## config.mk

```make
export PLATFORM = sky130hd
export DESIGN_NAME = spi_master
export DESIGN_NICKNAME = d
export VERILOG_FILES = /design/src/hdl/spi_seq_pkg.sv /design/src/hdl/spi_master.sv
export SDC_FILE = /design/constraint.sdc
export NUM_CORES = 1
export LEC_CHECK = 0
export CAP_MARGIN = 15
export CELL_PAD_IN_SITES_DETAIL_PLACEMENT = 1
export CELL_PAD_IN_SITES_GLOBAL_PLACEMENT = 1
export CORE_UTILIZATION = 35
export CTS_CLUSTER_SIZE = 10
export DETAILED_ROUTE_END_ITERATION = 10
export DONT_BUFFER_PORTS = 1
export GPL_TIMING_DRIVEN = 0
export MAX_ROUTING_LAYER = met4
export PLACE_DENSITY_LB_ADDON = 0.25
export SYNTH_ARGS = -nofsm -noshare
export SYNTH_HDL_FRONTEND = slang
export SYNTH_SLANG_ARGS = --single-unit
```

## constraint.sdc

```tcl
create_clock -name clk -period 3.75 [get_ports clk]
set_clock_uncertainty 0.05 [all_clocks]
set_input_delay 0.5625 -clock clk [delete_from_list [all_inputs] [get_ports clk]]
set_output_delay 0.5625 -clock clk [all_outputs]
set_load 0.03 [all_outputs]
```

## src/hdl/spi_seq_pkg.sv

```systemverilog
`default_nettype none

package spi_seq_pkg;

   localparam int IMEM_AW     = 9;             // 512 instruction bytes
   localparam int DMEM_AW     = 7;             // 128 result words
   localparam int CMD_W       = 32;            // SPI frame and command width
   localparam int CMD_BYTES   = CMD_W / 8;     // Command bytes behind the options byte
   localparam int SEL_W       = 4;             // One-hot target mask width
   localparam int SLEEP_SHIFT = 4;             // Sleep unit is 2**SLEEP_SHIFT cycles
   localparam int SCLK_DIV    = 2;             // clk cycles per sclk half period

   // Options byte, bits 7:6 reserved
   localparam int OPT_RNW_BIT = 0;             // Frame returns data
   localparam int OPT_SEL_LSB = 1;             // Target mask in bits 4:1
   localparam int OPT_END_BIT = 5;             // Last instruction of the pass

   typedef enum logic [2:0] {
      FETCH_OPT,                               // Present options byte address
      FETCH_CMD,                               // Collect options and command bytes
      ISSUE,                                   // Staged, waiting for an idle master
      WAIT_IDLE,                               // END frame in flight
      SLEEP                                    // Idle time between passes
   } seq_state_t;

endpackage

`default_nettype wire

```

## src/hdl/spi_master.sv

```systemverilog
`timescale 1ns/1ps
`default_nettype none

// Mode 0 SPI master, one fixed CMD_W bit frame per start
module spi_master import spi_seq_pkg::*; (
   input  wire              clk,
   input  wire              rst_n,
   input  wire              start,            // Accepted only while idle
   input  wire  [CMD_W-1:0] cmd,
   input  wire  [SEL_W-1:0] sel,              // One-hot target
   input  wire              rnw,
   input  wire              miso,
   output logic             busy,
   output logic             rvalid,           // Last cycle of a read frame
   output logic [CMD_W-1:0] rdata,
   output logic             sclk,
   output logic             mosi,
   output logic [SEL_W-1:0] cs_n
);

   localparam int DIV_W = (SCLK_DIV > 1) ? $clog2(SCLK_DIV) : 1;
   localparam int BIT_W = $clog2(CMD_W);

   logic [DIV_W-1:0] div_cnt;                  // Half period counter
   logic [BIT_W-1:0] bit_cnt;                  // Bits completed
   logic [CMD_W-1:0] tx_sr;                    // Outgoing bits, MSB on mosi
   logic [CMD_W-1:0] rx_sr;                    // Sampled miso bits
   logic             rnw_q;
   logic             tick;                     // sclk edge due this cycle
   logic             last_edge;                // Final falling edge

   assign tick      = busy && (div_cnt == DIV_W'(SCLK_DIV - 1));
   assign last_edge = tick && sclk && (bit_cnt == BIT_W'(CMD_W - 1));

   always_ff @(posedge clk) begin
      if (!rst_n) begin
         busy    <= 1'b0;
         sclk    <= 1'b0;
         cs_n    <= '1;
         div_cnt <= '0;
         bit_cnt <= '0;
         tx_sr   <= '0;
         rnw_q   <= 1'b0;
      end else if (!busy) begin
         if (start) begin
            busy    <= 1'b1;
            cs_n    <= ~sel;                   // Held for the whole frame
            tx_sr   <= cmd;                    // MSB on mosi before first rise
            rnw_q   <= rnw;
            div_cnt <= '0;
            bit_cnt <= '0;
         end
      end else begin
         div_cnt <= tick ? '0 : div_cnt + 1'b1;
         if (tick) begin
            if (!sclk) begin
               sclk <= 1'b1;                   // Rising edge, target samples
            end else if (last_edge) begin
               busy <= 1'b0;                   // Frame done
               sclk <= 1'b0;
               cs_n <= '1;
            end else begin
               sclk    <= 1'b0;                // Falling edge, next bit out
               tx_sr   <= tx_sr << 1;
               bit_cnt <= bit_cnt + 1'b1;
            end
         end
      end
   end

   // miso capture on the rising edge
   always_ff @(posedge clk) begin
      if (tick && !sclk) begin
         rx_sr <= {rx_sr[CMD_W-2:0], miso};
      end
   end

   assign mosi   = tx_sr[CMD_W-1];
   assign rdata  = rx_sr;
   assign rvalid = last_edge && rnw_q;         // Last miso bit already in

endmodule

`default_nettype wire

```

==> results.py <==
metrics = {
    "global_route": {
        "grt_pass1_wl_mm": 10.25,
        "grt_overflow": 0,
        "grt_max_degree": 33,
        "grt_pass1_vias": 1972,
        "track_usage_pct": 15.86,
        "antenna_found_initial": 0,
    },
    "pwr": {
        "seq_power_share_pct": 57.5,
        "pwr-share-comb_pct": 7.5,
        "netSwitchingFraction_pct": 27.03,
        "p_switching_mw": 0.4492,
        "peakVddDrop_v": 0.0001747,
        "intPower_mw": 1.212,
        "p_per_area_mw_per_mm2": 498.3,
        "power.leakage_nw": 1.260,
        "power_frac_clock_pct": 35.0,
    },
    "setup_path": {
        "path_cells": "ha_1 > and3_1 > ha_1 > nand3_1 > nor2_1",
        "crit_slowest_cell": "nor2_1",
        "end_kind": "output port",
        "critical_path_class": "register to output port",
        "worst_setup_path_start_kind": "register",
        "cp_max_fo": 4,
        "crit_path_max_incr_delay_ns": 0.46,
        "crit_required_ns": 3.14,
        "crit_top_cell": "ha_1",
        "crit_family": "simple AND/OR/NAND/NOR gates",
        "critical_path_buf_inv_count": 0,
        "crit_arrival_ns": 1.83,
    },
    "clocking": {
        "cts_tree": "built",
        "cts.sinks": 77,
        "cts_buffers": 9,
        "clk_path_buf_depth": 2,
        "clockRootBuffer": "clkbuf_8",
        "ctsResizeCount": 0,
        "cts-htree-levels": 3,
        "cts_hold_buf": 0,
        "post_cts_buffers": 0,
        "clk_pin_slew_worst_paths_ns": 0.08,
        "clkLatencyLatePin_ns": 0.35,
    },
    "job": {
        "maxCapViolations": 0,
    },
    "drt": {
        "vias_per_cell": 5.292,
        "avgRoutedWirePerCell_microns": 18.07,
        "drc": 0,
        "antenna_left": 0,
        "finalWirelength_mm": 6.632,
        "initialDrtViolationCount": 77,
        "drtPass1Iterations": 4,
        "routed-via-count": 1942,
    },
    "finish": {
        "fin_nets": 300,
        "insertedDiodeCount": 0,
        "area_growth_pct": 10.67,
        "drive_above_1_share_pct": 12.60,
        "final_util_pct": 40.38,
    },
    "place": {
        "hpwlAfterDp_mm": 4.555,
        "numPortBuffers": 0,
        "place.gp.congestion": 0.7228,
    },
    "sta": {
        "setup_viol": 0,
        "drv_slew": 0,
        "period_share_pct": 65.26,
        "setup_tns_ns": 0,
        "tightest_slew_ns": 0.8814,
        "min_period_ns": 2.447,
        "grt_setup_unrepaired": "no",
        "hold_violations": 0,
        "slew_headroom_pct": 41.10,
        "fmax_ghz": 0.4086,
    },
    "synthesis": {
        "avgSynthCellArea_sq_um": 12.25,
        "ys_seq_area_share_pct": 61.79,
        "synth_most_common_cell": "dfxtp_1",
        "yosysTopAreaCell": "edfxtp_1",
        "synth_top_area_share_pct": 31.89,
        "synth_seq_cells": 77,
        "synthTopCellsByArea": "edfxtp_1, dfxtp_1, mux2i_1",
        "yosys_warnings": 0,
        "synth_top_cells_by_count": "dfxtp_1, a21oi_1, edfxtp_1",
        "synth_cells": 246,
        "synth_ff_type": "dfxtp_1",
        "async_reset_ff_share_pct": 0,
        "syn-cell-area_sq_mm": 0.003013,
        "syn-num-nets": 289,
        "synth-edff-count": 32,
        "synth_cell_type_count": 28,
    },
    "worst_hold_path": {
        "hold_path_class": "input pin to register",
    },
    "floorplanning": {
        "dieWidth_microns": 94.78,
        "die-area_sq_mm": 0.008983,
        "start_util_pct": 36.48,
        "io-pin-count": 81,
        "num_rows": 33,
        "fp.dieH_microns": 94.78,
        "core_sq_mm": 0.008258,
    },
    "outcome": {
        "outcome": "complete, no violations",
    },
}
routing by layer:
layer / vias up / routed length [microns] / global-route usage, %
met3: 8 / 275 / 4.428
met5: - / 0 / -
met2: 37 / 3256 / 25.00
met1: 949 / 3030 / 19.41
met4: 0 / 70 / 5.682
li1: 948 / - / -
worst paths after layout:
check / startpoint / end / slack [ns] / depth (start not counted)
hold reg to reg: bit_cnt[4] / bit_cnt[4] / 0.42 / 2
setup / recovery: bit_cnt[0] / rvalid / 1.30 / 5
setup reg to reg: busy / rdata[9] / 1.63 / 3
hold / removal: miso / rdata[0] / 0.26 / 0
layout by cell type, fill, tap and decap left out, types with 4 or more instances in the layout:
cell / netlist / layout
clkbuf_1: 7 / 7
nand2_1: 9 / 9
o21ai_0: 8 / 8
nand3_1: 4 / 4
buf_2: 9 / 9
o31ai_1: 31 / 31
dfxtp_1: 45 / 45
clkbuf_8: 0 / 9
nor3_1: 5 / 5
edfxtp_1: 32 / 32
and2_1: 5 / 5
a21oi_1: 34 / 34
mux2i_1: 31 / 31
power groups by stage:
stage | registers [mW] | logic (mW) | clock network, mW
after floorplan | 0.968 | 0.101 | 0
after global placement | 0.974 | 0.123 | 0
after detailed placement | 0.975 | 0.126 | 0
after CTS | 0.957 | 0.126 | 0.606
after global routing | 0.961 | 0.140 | 0.644
final | 0.956 | 0.125 | 0.581
metrics by stage:
step                      hold WS (ns)  total power [mW]  worst slack, ns  instance area (sq um)  std cells
after floorplan                 0.3856             1.069            1.050                   3013        246
after global placement          0.3994             1.098           0.5055                   3144        351
after detailed placement        0.4090             1.101            1.602                   3152        351
after CTS                       0.2365             1.689            1.255                   3334        367
after global routing            0.2280             1.745            1.170                   3334        367
final                           0.2573             1.661            1.303                   3334        367
sequential cells by signal (all words and copies together), names as in the netlist:
name / count
bit_cnt: 5
busy: 1
cs_n: 4
div_cnt: 1
rdata: 32
rnw_q: 1
sclk: 1
tx_sr: 32
cell type report:
| class | instances | area [sq um] |
|---|---|---|
| fill | 896 | 4923 |
| inverter | 1 | 3.754 |
| multi-input combinational | 147 | 1035 |
| tap | 105 | 131.4 |
| buffer | 21 | 120.1 |
| clock buffer | 9 | 123.9 |
| clock inverter | 7 | 58.81 |
| sequential | 77 | 1862 |
cell families (layout without fill, tap and decap cells):
kind of cell / Yosys count / in the layout / synth area share [%]
adders and majority gates: 2 / 2 / 0.8304
DFF: 77 / 77 / 61.79
xor gates and xnor gates: 2 / 2 / 0.5815
muxes: 31 / 31 / 10.30
AOI/OAI and AO/OA: 76 / 76 / 15.45
and+or+nand+nor: 36 / 36 / 6.935
buffers and inverters: 22 / 38 / 4.111
worst register-to-register path, stage by stage, from the launching register on:
cell and delay [ns]:
dfxtp_1 0.57, buf_4 0.27, nand2_1 0.15, nor2_4 0.70
Power figures use the tool's default switching activity.
