$ cat src/hdl/spi_seq_pkg.sv
`default_nettype none

package spi_seq_pkg;

   localparam int IMEM_AW     = 9;             // 512 instruction bytes
   localparam int DMEM_AW     = 7;             // 128 result words
   localparam int CMD_W       = 32;            // SPI frame and command width
   localparam int CMD_BYTES   = CMD_W / 8;     // Command bytes behind the options byte
   localparam int SEL_W       = 4;             // One-hot target mask width
   localparam int SLEEP_SHIFT = 4;             // Sleep unit is 2**SLEEP_SHIFT cycles
   localparam int SCLK_DIV    = 2;             // clk cycles per sclk half period

   // Options byte, bits 7:6 reserved
   localparam int OPT_RNW_BIT = 0;             // Frame returns data
   localparam int OPT_SEL_LSB = 1;             // Target mask in bits 4:1
   localparam int OPT_END_BIT = 5;             // Last instruction of the pass

   typedef enum logic [2:0] {
      FETCH_OPT,                               // Present options byte address
      FETCH_CMD,                               // Collect options and command bytes
      ISSUE,                                   // Staged, waiting for an idle master
      WAIT_IDLE,                               // END frame in flight
      SLEEP                                    // Idle time between passes
   } seq_state_t;

endpackage

`default_nettype wire

$ cat src/hdl/spi_host_pkg.sv
`default_nettype none

package spi_host_pkg;

   localparam int WB_AW    = 11;               // Bus word address width
   localparam int REGION_W = 2;                // Upper address bits picking the window

   // CTRL register layout
   localparam int CTRL_EN_BIT    = 0;          // Engine enable
   localparam int CTRL_SLEEP_LSB = 8;          // Sleep byte in bits 15:8

   // Windows by wb_adr[10:9]
   // 00 CTRL, 01 RESULT, 1x IMEM
   typedef enum logic [1:0] {
      REGION_CTRL,                             // Control register
      REGION_RESULT,                           // Result memory, read only
      REGION_IMEM                              // Instruction memory, write only
   } host_region_t;

endpackage

`default_nettype wire

$ cat src/hdl/spi_wb_regs.sv
`timescale 1ns/1ps
`default_nettype none

// Wishbone classic slave with CTRL register and memory windows
module spi_wb_regs import spi_host_pkg::*, spi_seq_pkg::*; (
   input  wire                clk,
   input  wire                rst_n,
   input  wire                wb_cyc,
   input  wire                wb_stb,
   input  wire                wb_we,
   input  wire  [WB_AW-1:0]   wb_adr,
   input  wire  [31:0]        wb_dat_w,
   input  wire  [CMD_W-1:0]   dmem_rdata,     // Result RAM port B
   output logic [31:0]        wb_dat_r,
   output logic               wb_ack,
   output logic               en,
   output logic [7:0]         sleep,
   output logic               imem_we,
   output logic [IMEM_AW-1:0] imem_waddr,
   output logic [7:0]         imem_wdata,
   output logic [DMEM_AW-1:0] dmem_raddr
);

   host_region_t region;
   logic         req;                          // New request this cycle
   logic         wr;                           // New write this cycle
   logic [31:0]  ctrl_word;

   // Held request already acked in the previous cycle does not count again
   assign req = wb_cyc && wb_stb && !wb_ack;
   assign wr  = req && wb_we;

   always_comb begin
      case (wb_adr[WB_AW-1 -: REGION_W])
         2'b00:   region = REGION_CTRL;
         2'b01:   region = REGION_RESULT;
         default: region = REGION_IMEM;
      endcase
   end

   // Single cycle ack, matches result RAM read latency
   always_ff @(posedge clk) begin
      if (!rst_n) begin
         wb_ack <= 1'b0;
      end else begin
         wb_ack <= req;
      end
   end

   // CTRL register
   always_ff @(posedge clk) begin
      if (!rst_n) begin
         en    <= 1'b0;
         sleep <= '0;
      end else if (wr && (region == REGION_CTRL)) begin
         en    <= wb_dat_w[CTRL_EN_BIT];
         sleep <= wb_dat_w[CTRL_SLEEP_LSB +: 8];
      end
   end

   always_comb begin
      ctrl_word                       = '0;
      ctrl_word[CTRL_EN_BIT]          = en;
      ctrl_word[CTRL_SLEEP_LSB +: 8]  = sleep;
   end

   // Instruction memory writes, one byte per bus word
   assign imem_we    = wr && (region == REGION_IMEM);
   assign imem_waddr = wb_adr[IMEM_AW-1:0];
   assign imem_wdata = wb_dat_w[7:0];

   // Address held by the master until ack, data lands with ack
   assign dmem_raddr = wb_adr[DMEM_AW-1:0];

   always_comb begin
      case (region)
         REGION_CTRL:   wb_dat_r = ctrl_word;
         REGION_RESULT: wb_dat_r = dmem_rdata;
         default:       wb_dat_r = '0;  // IMEM is write only
      endcase
   end

endmodule

`default_nettype wire

$ cat config.mk
export PLATFORM = sky130hd
export DESIGN_NAME = spi_wb_regs
export DESIGN_NICKNAME = d
export VERILOG_FILES = /design/src/hdl/spi_seq_pkg.sv /design/src/hdl/spi_host_pkg.sv /design/src/hdl/spi_wb_regs.sv
export SDC_FILE = /design/constraint.sdc
export NUM_CORES = 1
export LEC_CHECK = 0
export ABC_CLOCK_PERIOD_IN_PS = 1100
export BUFFER_PORTS_ARGS = -buffer_cell sky130_fd_sc_hd__buf_4
export CORE_ASPECT_RATIO = 0.6
export CORE_UTILIZATION = 25
export CTS_CLUSTER_DIAMETER = 80
export DETAILED_ROUTE_END_ITERATION = 7
export GPL_ROUTABILITY_DRIVEN = 1
export MAX_ROUTING_LAYER = met4
export PLACE_DENSITY = 0.8
export SLEW_MARGIN = 20
export SYNTH_ARGS = -nofsm -noshare
export SYNTH_HDL_FRONTEND = slang
export SYNTH_SLANG_ARGS = --single-unit
$ cat constraint.sdc
create_clock -name clk -period 1.1 [get_ports clk]
set_input_delay 0.055 -clock clk [delete_from_list [all_inputs] [get_ports clk]]
set_output_delay 0.055 -clock clk [all_outputs]
set_load 0.05 [all_outputs]
==> flow_summary.json <==
{
  "run_status": "finished with violations",
  "violations": "setup timing",
  "worst_skew_pair.late_latency_ns": 0.23,
  "ctsLongestPathBuffers": 2,
  "timing.hold.worst.class": "in2reg",
  "tightest_pin_transition_ns": 0.2465,
  "seq_power_share_pct": 27.6,
  "maxClockFrequency_ghz": 0.8582,
  "timing.final.crit_period_ns": 1.165,
  "critPathMaxStageDelay_ns": 0.34,
  "r2r_cells": 4,
  "avgSynthCellArea_sq_um": 7.777,
  "clk_root_buffer_cell": "clkbuf_8",
  "worst_hold_startpoint": "wb_dat_w[11]",
  "cp_max_fo": 2,
  "detail_route_antenna_nets": 0,
  "netlist_area_sq_um": 902.1,
  "per_cell_via_count_in_the_routed_design": 4.017,
  "placedCellCount": 228,
  "synthTopCellsByArea": "buf_4, dfxtp_1, mux2i_1",
  "timing.max_cap.violations": 0,
  "htreeDepth": 1,
  "slew_viols_final": 0,
  "number_of_enable_type_register_cells_in_the_synthesized_netlist": 0,
  "global_route.usage.total_pct": 14.63,
  "floorplan.die.width_um": 79.55,
  "number_of_buffers_added_by_the_clock_tree_synthesis_step": 3,
  "final-instance-count-excl-fill": 235,
  "clkTransAtPathRegs_ns": 0.05,
  "ys_seq_area_share_pct": 22.19,
  "post_synth_inst_count": 116,
  "hold_viol": 0,
  "worst_hold_path.endpoint": "sleep[3]",
  "floorplan.die_area_sq_um": 3861,
  "switching_share_pct": 34.78,
  "slew_headroom_pct": 83.10,
  "category_of_the_worst_setup_path_capture_point": "output port",
  "cp_cell_sequence": "buf_6, nor2_4, and3_4, buf_8",
  "synth.lib_cells_used.distinct": 13,
  "critical_path.startpoint_type": "register",
  "unrepaired_setup_endpoints_after_global_routing": "true",
  "switching_power_mw": 0.4702,
  "async_reset_ff_share_pct": 0,
  "yosys_warnings": 0,
  "crit-reg2reg-capture": "sleep[7]",
  "placement.setup.worst_slack_ns": -0.07363,
  "cts_hold_buffers": 0,
  "yosys_register_bits": 10,
  "numPortBuffers": 91,
  "power_report.internal_total_mw": 0.8818,
  "synthToLayoutAreaGrowth_pct": 87.66,
  "finalCritPeriodShare_pct": 105.9,
  "drt-initial-drc-count": 22,
  "whs_path_depth": 3,
  "synth_fp_nets": 196,
  "power_frac_clock_pct": 28.2,
  "global_route.overflow_total": 0,
  "setup_cp_type": "reg2out",
  "p_leak_nw": 0.8214,
  "clock-sinks": 10,
  "post_route_worst_setup_slack_ns": -0.06530,
  "critical_path_arrival_ns": 1.11,
  "pwr_density_cell_nw_per_um2": 798.7,
  "cp_top_family": "flip-flops",
  "timing.critical_path.slowest_stage_cell": "dfxtp_4",
  "power.share.combinational_pct": 44.2,
  "layout.nets": 271,
  "place.detailed.hpwl_um": 2344,
  "cp_num_buf_inv": 2,
  "antenna_cells": 0,
  "floorplan.rows": 16,
  "totalWireLength_um": 2815,
  "drt_drc_violations_left": 0,
  "synth_most_common_cell": "buf_4",
  "pin_count_of_the_biggest_net_entering_global_routing": 24,
  "drt-wirelength-per-cell_um": 11.98,
  "synth_top_area_share_pct": 22.47,
  "worst_hold_slack_ns": 0.07192,
  "fin_worst_skew_ns": 0.004865,
  "timing.final.setup_violations": 5,
  "drtPass1Iterations": 2,
  "r2r_slack_ns": -0.01,
  "place_area_sq_um": 1556,
  "design_area_sq_um": 1693,
  "top_level_ports": 147,
  "floorplan.initialDensity_pct": 26.98,
  "dr_total_vias": 944,
  "p_total_mw": 1.352,
  "worst-endpoint-required_ns": 1.04,
  "via_count_of_the_first_global_routing_pass": 910,
  "setup.worst_path.start": "wb_ack",
  "gp_congestion": 0.6586,
  "tritoncts": "yes",
  "yosys-top-cells-count": "buf_4, and2_1, nand2_1, mux2i_1",
  "number_of_antenna_violations_at_the_first_check_in_global_routing": 0,
  "reg2reg_start": "wb_ack",
  "die_h_um": 48.53,
  "layout-drive-gt1-share_pct": 70.00,
  "synth_top_flop_cell": "dfxtp_1",
  "core_region_area_sq_um": 3343,
  "core_occupancy_in_the_finished_layout_pct": 50.64,
  "finalSetupTns_ns": -0.07993,
  "first_pass_grt_wire_length_um": 4264,
  "synth.largest_area_cell": "buf_4",
  "vdd_ir_drop_max_uv": 527.0
}
==> routing by layer <==
metal	GRT usage (%)	up-vias	wire (um)
met5	-	-	0
met3	6.415	2	223
li1	-	488	-
met4	3.636	0	17
met2	22.08	45	1351
met1	17.75	409	1224
==> layout make-up <==
| class | count | area (sq um) |
|---|---|---|
| clock buffers | 4 | 45.04 |
| fillers | 334 | 1650 |
| multi-input cells | 75 | 606.8 |
| flip-flops and latches | 10 | 215.2 |
| well taps | 45 | 56.30 |
| repair buffers | 101 | 769.5 |
==> power by group through the flow <==
stage / Sequential (mW) / Combinational (mW) / Clock [mW]
2_1_floorplan: 0.398 / 0.543 / 0
3_5_place_dp: 0.379 / 0.566 / 0
3_3_place_gp: 0.379 / 0.561 / 0
5_1_grt: 0.373 / 0.626 / 0.430
4_1_cts: 0.373 / 0.582 / 0.398
6_report: 0.373 / 0.597 / 0.381
==> worst min-delay path, stage by stage <==
cell and delay, ns:
buf_4 0.11, nand2_1 0.04, mux2i_1 0.05
==> registers in the layout (all words and copies together) (netlist names) <==
signal and count:
sleep 8, en 1, wb_ack 1
==> worst max path at each step <==
stage                          end  slack, ns  cells after the start
after CTS                  imem_we      -0.04                      4
after global placement          en      -0.05                      4
final                      imem_we      -0.07                      4
after global routing       imem_we      -0.10                      4
after detailed placement  sleep[6]      -0.07                      4
after floorplan                 en      -0.02                      4
==> cells by family after synthesis <==
kind of cell | share of synthesized area, %
and+or+nand+nor | 32.59
muxes | 19.97
buffers and inverters | 25.24
DFF | 22.19
==> layout by cell type, fill, tap and decap left out <==
cell and instances:
and2_1 24, and2b_4 1, and3_4 1, buf_4 99, buf_6 1, buf_8 1, clkbuf_1 1, clkbuf_8 3
dfxtp_2 9, dfxtp_4 1, mux2i_1 13, mux2i_2 3, mux2i_4 2, nand2_1 19, nand2b_4 1, nor2_4 10
nor4_4 1
==> timing repair <==
item,CTS,global route
cloned,0,0
resized for setup,8,6
setup buffers,1,2
endpoints found under the setup margin,11,15
pin swaps,2,2
(Power assumes the default switching activity.)
