<file path="config.mk">
export PLATFORM = sky130hd
export DESIGN_NAME = spi_sequencer
export DESIGN_NICKNAME = d
export VERILOG_FILES = /design/src/hdl/spi_seq_pkg.sv /design/src/hdl/spi_sequencer.sv
export SDC_FILE = /design/constraint.sdc
export NUM_CORES = 1
export LEC_CHECK = 0
export BUFFER_PORTS_ARGS = -buffer_cell sky130_fd_sc_hd__buf_2
export CAP_MARGIN = 20
export CELL_PAD_IN_SITES_DETAIL_PLACEMENT = 1
export CELL_PAD_IN_SITES_GLOBAL_PLACEMENT = 1
export CORE_UTILIZATION = 35
export DETAILED_ROUTE_END_ITERATION = 12
export GPL_TIMING_DRIVEN = 0
export HOLD_SLACK_MARGIN = 0.1
export PLACE_DENSITY_LB_ADDON = 0.25
export SLEW_MARGIN = 10
export SYNTH_ARGS = -nofsm -noshare
export SYNTH_HDL_FRONTEND = slang
export SYNTH_SLANG_ARGS = --single-unit
export TNS_END_PERCENT = 5
</file>
<file path="constraint.sdc">
create_clock -name clk -period 3.88 [get_ports clk]
set_clock_uncertainty 0.2 [all_clocks]
set_input_delay 0.776 -clock clk [delete_from_list [all_inputs] [get_ports clk]]
set_output_delay 0.776 -clock clk [all_outputs]
set_load 0.02 [all_outputs]
</file>
<file path="src/hdl/spi_seq_pkg.sv">
`default_nettype none

package spi_seq_pkg;

   localparam int IMEM_AW     = 9;             // 512 instruction bytes
   localparam int DMEM_AW     = 7;             // 128 result words
   localparam int CMD_W       = 32;            // SPI frame and command width
   localparam int CMD_BYTES   = CMD_W / 8;     // Command bytes behind the options byte
   localparam int SEL_W       = 4;             // One-hot target mask width
   localparam int SLEEP_SHIFT = 4;             // Sleep unit is 2**SLEEP_SHIFT cycles
   localparam int SCLK_DIV    = 2;             // clk cycles per sclk half period

   // Options byte, bits 7:6 reserved
   localparam int OPT_RNW_BIT = 0;             // Frame returns data
   localparam int OPT_SEL_LSB = 1;             // Target mask in bits 4:1
   localparam int OPT_END_BIT = 5;             // Last instruction of the pass

   typedef enum logic [2:0] {
      FETCH_OPT,                               // Present options byte address
      FETCH_CMD,                               // Collect options and command bytes
      ISSUE,                                   // Staged, waiting for an idle master
      WAIT_IDLE,                               // END frame in flight
      SLEEP                                    // Idle time between passes
   } seq_state_t;

endpackage

`default_nettype wire

</file>
<file path="src/hdl/spi_sequencer.sv">
`timescale 1ns/1ps
`default_nettype none

module spi_sequencer import spi_seq_pkg::*; (
   input  wire                clk,
   input  wire                rst_n,
   input  wire                en,             // Engine enable from CTRL
   input  wire  [7:0]         sleep,          // Sleep in units of 2**SLEEP_SHIFT
   input  wire  [7:0]         imem_data,      // Byte from imem, one cycle late
   input  wire                spi_busy,
   input  wire                spi_rvalid,
   input  wire  [CMD_W-1:0]   spi_rdata,
   output logic [IMEM_AW-1:0] imem_addr,
   output logic               spi_start,
   output logic [CMD_W-1:0]   spi_cmd,
   output logic [SEL_W-1:0]   spi_sel,
   output logic               spi_rnw,
   output logic               dmem_we,
   output logic [DMEM_AW-1:0] dmem_addr,
   output logic [CMD_W-1:0]   dmem_wdata
);

   seq_state_t                 state;
   logic [2:0]                 byte_cnt;       // Index of the byte arriving on imem_data
   logic [7+SLEEP_SHIFT:0]     sleep_cnt;      // Down counter for the gap between passes
   logic [DMEM_AW-1:0]         res_ptr;        // Next result slot
   logic [CMD_W-1:0]           cmd_q;          // Staged command
   logic [SEL_W-1:0]           opt_sel;        // Staged target mask
   logic                       opt_rnw;        // Staged read flag
   logic                       opt_end;        // Staged END flag
   logic                       pass_restart;   // Sleep done, new pass begins

   assign pass_restart = (state == SLEEP) && (sleep_cnt == '0);

   // Master must be idle, the latched slot then moves into it
   assign spi_start = en && (state == ISSUE) && !spi_busy;

   always_ff @(posedge clk) begin
      if (!rst_n) begin
         state     <= FETCH_OPT;
         imem_addr <= '0;
         byte_cnt  <= '0;
         sleep_cnt <= '0;
      end else if (!en) begin
         state     <= FETCH_OPT;               // Abort, restart stream at 0
         imem_addr <= '0;
         byte_cnt  <= '0;
      end else begin
         case (state)
            FETCH_OPT: begin
               imem_addr <= imem_addr + 1'b1;  // First command byte next
               byte_cnt  <= '0;
               state     <= FETCH_CMD;
            end
            FETCH_CMD: begin
               byte_cnt <= byte_cnt + 1'b1;
               if (byte_cnt != 3'(CMD_BYTES)) begin
                  imem_addr <= imem_addr + 1'b1; // Ends on next options byte
               end else begin
                  state <= ISSUE;              // Last command byte landing now
               end
            end
            ISSUE: begin
               if (spi_start) begin
                  state <= opt_end ? WAIT_IDLE : FETCH_OPT; // Prefetch unless END
               end
            end
            WAIT_IDLE: begin
               if (!spi_busy) begin
                  sleep_cnt <= {sleep, {SLEEP_SHIFT{1'b1}}}; // (sleep+1) units minus one
                  state     <= SLEEP;
               end
            end
            SLEEP: begin
               if (pass_restart) begin
                  imem_addr <= '0;
                  state     <= FETCH_OPT;
               end else begin
                  sleep_cnt <= sleep_cnt - 1'b1;
               end
            end
            default: state <= FETCH_OPT;
         endcase
      end
   end

   // Instruction assembly, byte 0 is options and 1..4 the command MSB first
   always_ff @(posedge clk) begin
      if (state == FETCH_CMD) begin
         if (byte_cnt == '0) begin
            opt_rnw <= imem_data[OPT_RNW_BIT];
            opt_sel <= imem_data[OPT_SEL_LSB +: SEL_W];
            opt_end <= imem_data[OPT_END_BIT];
         end else begin
            cmd_q <= {cmd_q[CMD_W-9:0], imem_data};
         end
      end
   end

   assign spi_cmd = cmd_q;
   assign spi_sel = opt_sel;
   assign spi_rnw = opt_rnw;

   // Result pointer
   always_ff @(posedge clk) begin
      if (!rst_n) begin
         res_ptr <= '0;
      end else if (!en || pass_restart) begin
         res_ptr <= '0;                        // Each pass starts at slot 0
      end else if (dmem_we) begin
         res_ptr <= res_ptr + 1'b1;
      end
   end

   assign dmem_we    = spi_rvalid && en;       // Frames finishing after disable are dropped
   assign dmem_addr  = res_ptr;
   assign dmem_wdata = spi_rdata;

endmodule

`default_nettype wire

</file>
==> run summary, run 1 <==
outcome - complete, no violations
Synth Cell Area - 3264 µm²
Vias - 2631
WP data required - 2900 ps
clock slew at reported path FFs - 90 ps
CP endpoint kind - primary output
setup TNS - 0 ps
global route total overflow - 0
Avg Synthesized Cell Area - 10.99 µm²
count of final setup violators - 0
DP Area - 3969 µm²
met1 Use GR - 19.09%
fillers - 1019
DRC - 0
DRT Wirelength - 7904 µm
EDFF count, synth - 38
layout cells sized above 1 - 42.62%
CP max FO - 4
GRT Resource Usage Total - 16.64%
CTS buffer count - 9
Detail Route Antenna Nets - 0
Die Y - 98.58 µm
ANT cells - 0
clk_lat worst skew - 350 ps
CP Data Arrival Time - 1550 ps
multi-input logic area - 1080 µm²
crit start category - input port
GPL Wtd Cong - 0.7733
root buf cell - clkbuf_8
Starting Density - 36.72%
Synth area leaders - edfxtp_1 (35%), dfxtp_1 (21%), buf_4 (7.6%), a21oi_1 (3.8%), nand2_1 (2.5%)
WS Path Type - in2out
prevailing post-synth register cell - edfxtp_1
CTS sink count - 72
RSZ-0062 raised after global routing - false
Net Count, Synth - 356
Die W - 98.58 µm
max-cap violations - 0
pin count of the biggest net entering global routing - 23
Ports - 140
post_cts resized - 0
DRT Pass-1 Iters - 4
Pleak - 0.001697 µW
Cells after Synth - 297
flops & latches, synth - 72
Vias/cell - 4.983
CTS max path bufs - 2
die area - 9717 µm²
busiest metal layer after global routing - met2
CTS tree - done
DP Wirelength - 5972 µm
NumNets Final - 474
Tcrit/Tclk final - 65.19%
core area - 8891 µm²
Netlist cell types - 54
Slew Viols, Final - 0
Reg area - 1822 µm²
sequential share of the synthesized area - 55.81%
Fmax achieved - 395.4 MHz
PwrDens - 359.0 nW/µm²
DRT iter0 DRCs - 57
Final Total Pwr - 1491 µW
worst IR drop on VDD - 0.1544 mV
GR Util met3 - 3.617%
post-route cell area - 4154 µm²
Post-CTS Setup Bufs - 0
Ys Warns - 0
initial antenna violation count - 0
Final min period - 2529 ps
area share of the largest cell type after synthesis - 34.96%
CTS hold repair buffers - 0
worst slew pin tran - 933.4 ps
input/output buffers - 106
Layout area overhead - 27.25%
Rel. slew slack - 37.64%
first-pass GRT wire length - 12630 µm
Fin. Hold Viols - 0
FFs w/ async S/R, synth - 0%
met2 GRT Util - 29.85%
drt wl/cell - 14.97 µm
post-synth top area cell - edfxtp_1
vias in the first global route - 2577
# rows - 34
CTS H-Tree Depth - 3
hold crit path type - reg2reg
[power by group]
group	leakage [µW]	total, µW	internal, µW	switching [µW]
clock network	0.0000888	563	244	319
registers	0.000619	808	804	4.06
logic	0.000990	120	53.7	66.2
[flip-flops by register name, indices dropped and copies added, names as in the netlist]
signal and flops:
byte_cnt 3, dmem_addr 7, imem_addr 9, opt_end 1
sleep_cnt 12, spi_cmd 32, spi_rnw 1, spi_sel 4
state 3
[cells by family (layout without fill, tap and decap cells)]
group,after synthesis,in the layout,synth area share [%]
AOI/OAI and AO/OA,60,60,11.73
xor gates and xnor gates,6,6,1.610
adders and majority gates,6,6,2.300
buffers and inverters,55,178,11.46
DFF,72,72,55.81
muxes,4,4,1.265
and+or+nand+nor,94,94,15.83
[final timing paths]
| check | from | to | slack [ps] | depth (start not counted) |
|---|---|---|---|---|
| worst max-delay path | spi_busy | spi_start | 1350 | 4 |
| worst min-delay path | spi_cmd[19] | spi_cmd[27] | 250 | 0 |
| worst max register to register | state[1] | spi_sel[1] | 1540 | 4 |
| worst min register to register | spi_cmd[19] | spi_cmd[27] | 250 | 0 |
[synth_stat cells (6+ instances only)]
master / instances
a21oi_1: 25
buf_4: 33
clkbuf_1: 6
dfxtp_1: 34
edfxtp_1: 38
ha_1: 6
inv_1: 10
nand2_1: 22
nand3_1: 9
nor2_1: 20
nor3_1: 8
o21ai_0: 10
[critical path: stages]
cell,delay (ps)
buf_2,120
nand3b_1,170
nor3_1,260
buf_2,230
[placed cells by master (no fill, tap or decap), types with 3 or more instances in the layout]
| cell | Yosys | layout |
|---|---|---|
| buf_2 | 1 | 107 |
| edfxtp_1 | 38 | 38 |
| dfxtp_1 | 34 | 34 |
| buf_4 | 33 | 33 |
| a21oi_1 | 25 | 24 |
| nand2_1 | 22 | 22 |
| nor2_1 | 20 | 20 |
| clkbuf_8 | 2 | 11 |
| inv_1 | 10 | 10 |
| o21ai_0 | 10 | 10 |
| nand3_1 | 9 | 9 |
| nor3_1 | 8 | 8 |
| clkbuf_1 | 6 | 6 |
| ha_1 | 6 | 6 |
| or3_2 | 5 | 5 |
| nand3b_1 | 4 | 4 |
| xor2_1 | 4 | 4 |
| buf_6 | 3 | 3 |
| or3_1 | 3 | 3 |
| or3b_2 | 3 | 3 |
| a21o_1 | 3 | 3 |
| o32ai_1 | 3 | 3 |
| o31ai_1 | 3 | 3 |
| mux2i_1 | 3 | 3 |
| nand4_1 | 3 | 3 |
| inv_6 | 0 | 3 |
[layer usage]
layer  share of wire (%)  routed length, µm  vias up
met2                  50               3954      104
met3                 5.8                456       11
met4                 1.7                132        0
li1                    -                  -     1272
met5                   0                  0        -
met1                  43               3361     1244
[area by class of cell]
type	instances	area share (%)
Clock inverter	7	1.476
Inverter	10	0.9036
Clock buffer	9	2.982
Buffer	45	8.102
Multi-Input combinational cell	170	25.99
Tap cell	108	3.253
Timing Repair Buffer	107	13.43
Sequential cell	72	43.86
[through the flow]
step	util [%]	worst slack [ps]	hold slack, ps	std cells
after floorplan	-	885.2	249.5	297
after global placement	44.20	142.2	222.1	511
after detailed placement	44.64	1359	230.5	512
after CTS	46.72	1371	246.2	528
after global routing	46.72	1307	252.7	528
final	46.72	1351	245.1	528
(Power assumes the default switching activity.)
==> run 2: changes to the inputs <==
==> constraint.sdc (replaced) <==
create_clock -name clk -period 2.4 [get_ports clk]
set_clock_uncertainty 0.2 [all_clocks]
set_input_delay 0.48 -clock clk [delete_from_list [all_inputs] [get_ports clk]]
set_output_delay 0.48 -clock clk [all_outputs]
set_load 0.02 [all_outputs]
==> run 2 against run 1 <==
- via count is 0.23% lower
- sequential power is 62% higher
- non-clock buffer count is 2 higher
==> run summary, run 2 (synthesis gave the netlist of run 1 again) <==
outcome - complete, no violations
DRT iter0 DRCs - 77
Final min period - 2224 ps
crit start category - flop
worst reg2reg path startpoint - sleep_cnt[0]
Ports - 140
CP peak stage delay - 530 ps
WP data required - 2400 ps
layout cells sized above 1 - 42.65%
RSZ-0062 raised after global routing - false
Reg power frac - 50.8%
DRC - 0
count of final setup violators - 0
die area - 9717 µm²
Tcrit/Tclk final - 92.67%
Vias/cell - 4.953
Worst Slack Setup Final - 175.8 ps
Clk pwr share - 41.5%
CP max FO - 5
drt wl/cell - 14.70 µm
Fmax achieved - 449.6 MHz
CP delay by family, top - simple AND/OR/NAND/NOR gates
met2 GRT Util - 29.36%
global route total overflow - 0
CP endpoint kind - flop
GRT Resource Usage Total - 16.55%
busiest metal layer after global routing - met2
Fin. Hold Viols - 0
DP Area - 3969 µm²
Post-CTS Setup Bufs - 0
post-route cell area - 4219 µm²
R2R Path End - sleep_cnt[6]
first-pass GRT wire length - 12570 µm
Layout area overhead - 29.25%
Buf/Inv on CP - 1
ANT cells - 0
r2r setup slk - 180 ps
root buf cell - clkbuf_8
clk_lat worst skew - 340 ps
vias in the first global route - 2518
Comb pwr share - 7.6%
met1 Use GR - 19.98%
Hold Startpoint - imem_data[3]
CTS H-Tree Depth - 3
Sw Share - 22.92%
Place WS - 72.55 ps
Pleak - 0.001725 µW
WS Path Type - reg2reg
CTS sink count - 72
NumNets Final - 476
worst slew pin tran - 797.2 ps
GR Util met3 - 3.759%
initial antenna violation count - 0
clock slew at reported path FFs - 80 ps
crit path cell chain - inv_1 -> ha_1 -> or3b_2 -> or3_2 -> a21oi_1 -> o32ai_1
DRT Wirelength - 7791 µm
Starting Density - 36.72%
core area - 8891 µm²
hold crit path type - in2reg
hold slack - 129.7 ps
Cells after DPL - 512
pin count of the biggest net entering global routing - 24
post-route insts no fill - 530
Worst Hold End - spi_cmd[3]
PwrDens - 609.0 nW/µm²
CP Data Arrival Time - 2230 ps
highest-count cells in the layout ignoring fill and taps - buf_2 (107), edfxtp_1 (38), dfxtp_1 (34), buf_4 (33), a21oi_1 (24)
worst IR drop on VDD - 0.2713 mV
commonest non-fill, non-tap cell in the layout - buf_2
input/output buffers - 106
Die W - 98.58 µm
GPL Wtd Cong - 0.7350
Vias - 2625
max-cap violations - 0
Detail Route Antenna Nets - 0
Die Y - 98.58 µm
Int Power - 1981 µW
Final Total Pwr - 2569 µW
Crit-path slowest cell - or3b_2
CTS max path bufs - 2
Stages on worst setup path - 6
CTS buffer count - 9
DRT Pass-1 Iters - 4
Slew Viols, Final - 0
# rows - 34
CTS tree - done
Reg2Reg Depth - 6
hold path depth - 1
Rel. slew slack - 46.37%
DP Wirelength - 5796 µm
Switch Pwr - 588.8 µW
max reg flops - 32
==> run 2: changes by cell type in the layout (fill, tap and decap cells not counted) <==
cell,change
bufinv_16,+2
clkbuf_1,+1
dlygate4sd3_1,+2
inv_6,-2
inv_8,-1
nor3b_1,-2
nor3b_2,+2
==> run 2: through the flow <==
step           TNS [ps]  util [%]
4_1_cts               0     47.34
3_3_place_gp     -10140     44.24
3_5_place_dp          0     44.64
6_report              0     47.45
5_1_grt               0     47.45
2_1_floorplan         0         -
==> run 2: how the worst max path moves through the flow <==
stage                      start           end  slack, ps
finish              sleep_cnt[0]  sleep_cnt[6]        180
global route        sleep_cnt[4]  sleep_cnt[1]          6
CTS                     state[1]    spi_sel[1]         60
detailed placement      state[1]       spi_rnw         70
global placement        state[1]   spi_cmd[31]       -320
floorplan               state[1]    spi_cmd[0]        110
==> run 2: power groups by stage <==
stage               Combinational (µW)  Clock, µW  Sequential [µW]
detailed placement                 195          0             1340
finish                             196       1070             1310
global route                       210       1140             1310
CTS                                198       1100             1310
global placement                   191          0             1330
floorplan                          117          0             1350
==> run 2: layer usage <==
layer  up-vias  part of all wire (%)
met5         -                     0
met4         0                  0.89
met3         8                   6.1
met2       101                    50
met1      1240                    43
li1       1276                     -
==> run 2: repair_timing <==
| action | CTS | global route |
|---|---|---|
| endpoints found under the hold margin | 2 | 0 |
| hold buffers | 2 | 0 |
| endpoints found under the setup margin | 0 | 8 |
| resized for setup | 0 | 2 |
==> run 2: cell type report <==
class                           count  area (µm²)
Clock buffer                       10       127.6
Clock inverter                      6       92.59
Fill cell                        1022        4672
Tap cell                          108       135.1
Multi-Input combinational cell    170        1090
Buffer                             45       336.6
Timing Repair Buffer              109       578.1
Sequential cell                    72        1822
Inverter                           10       37.54
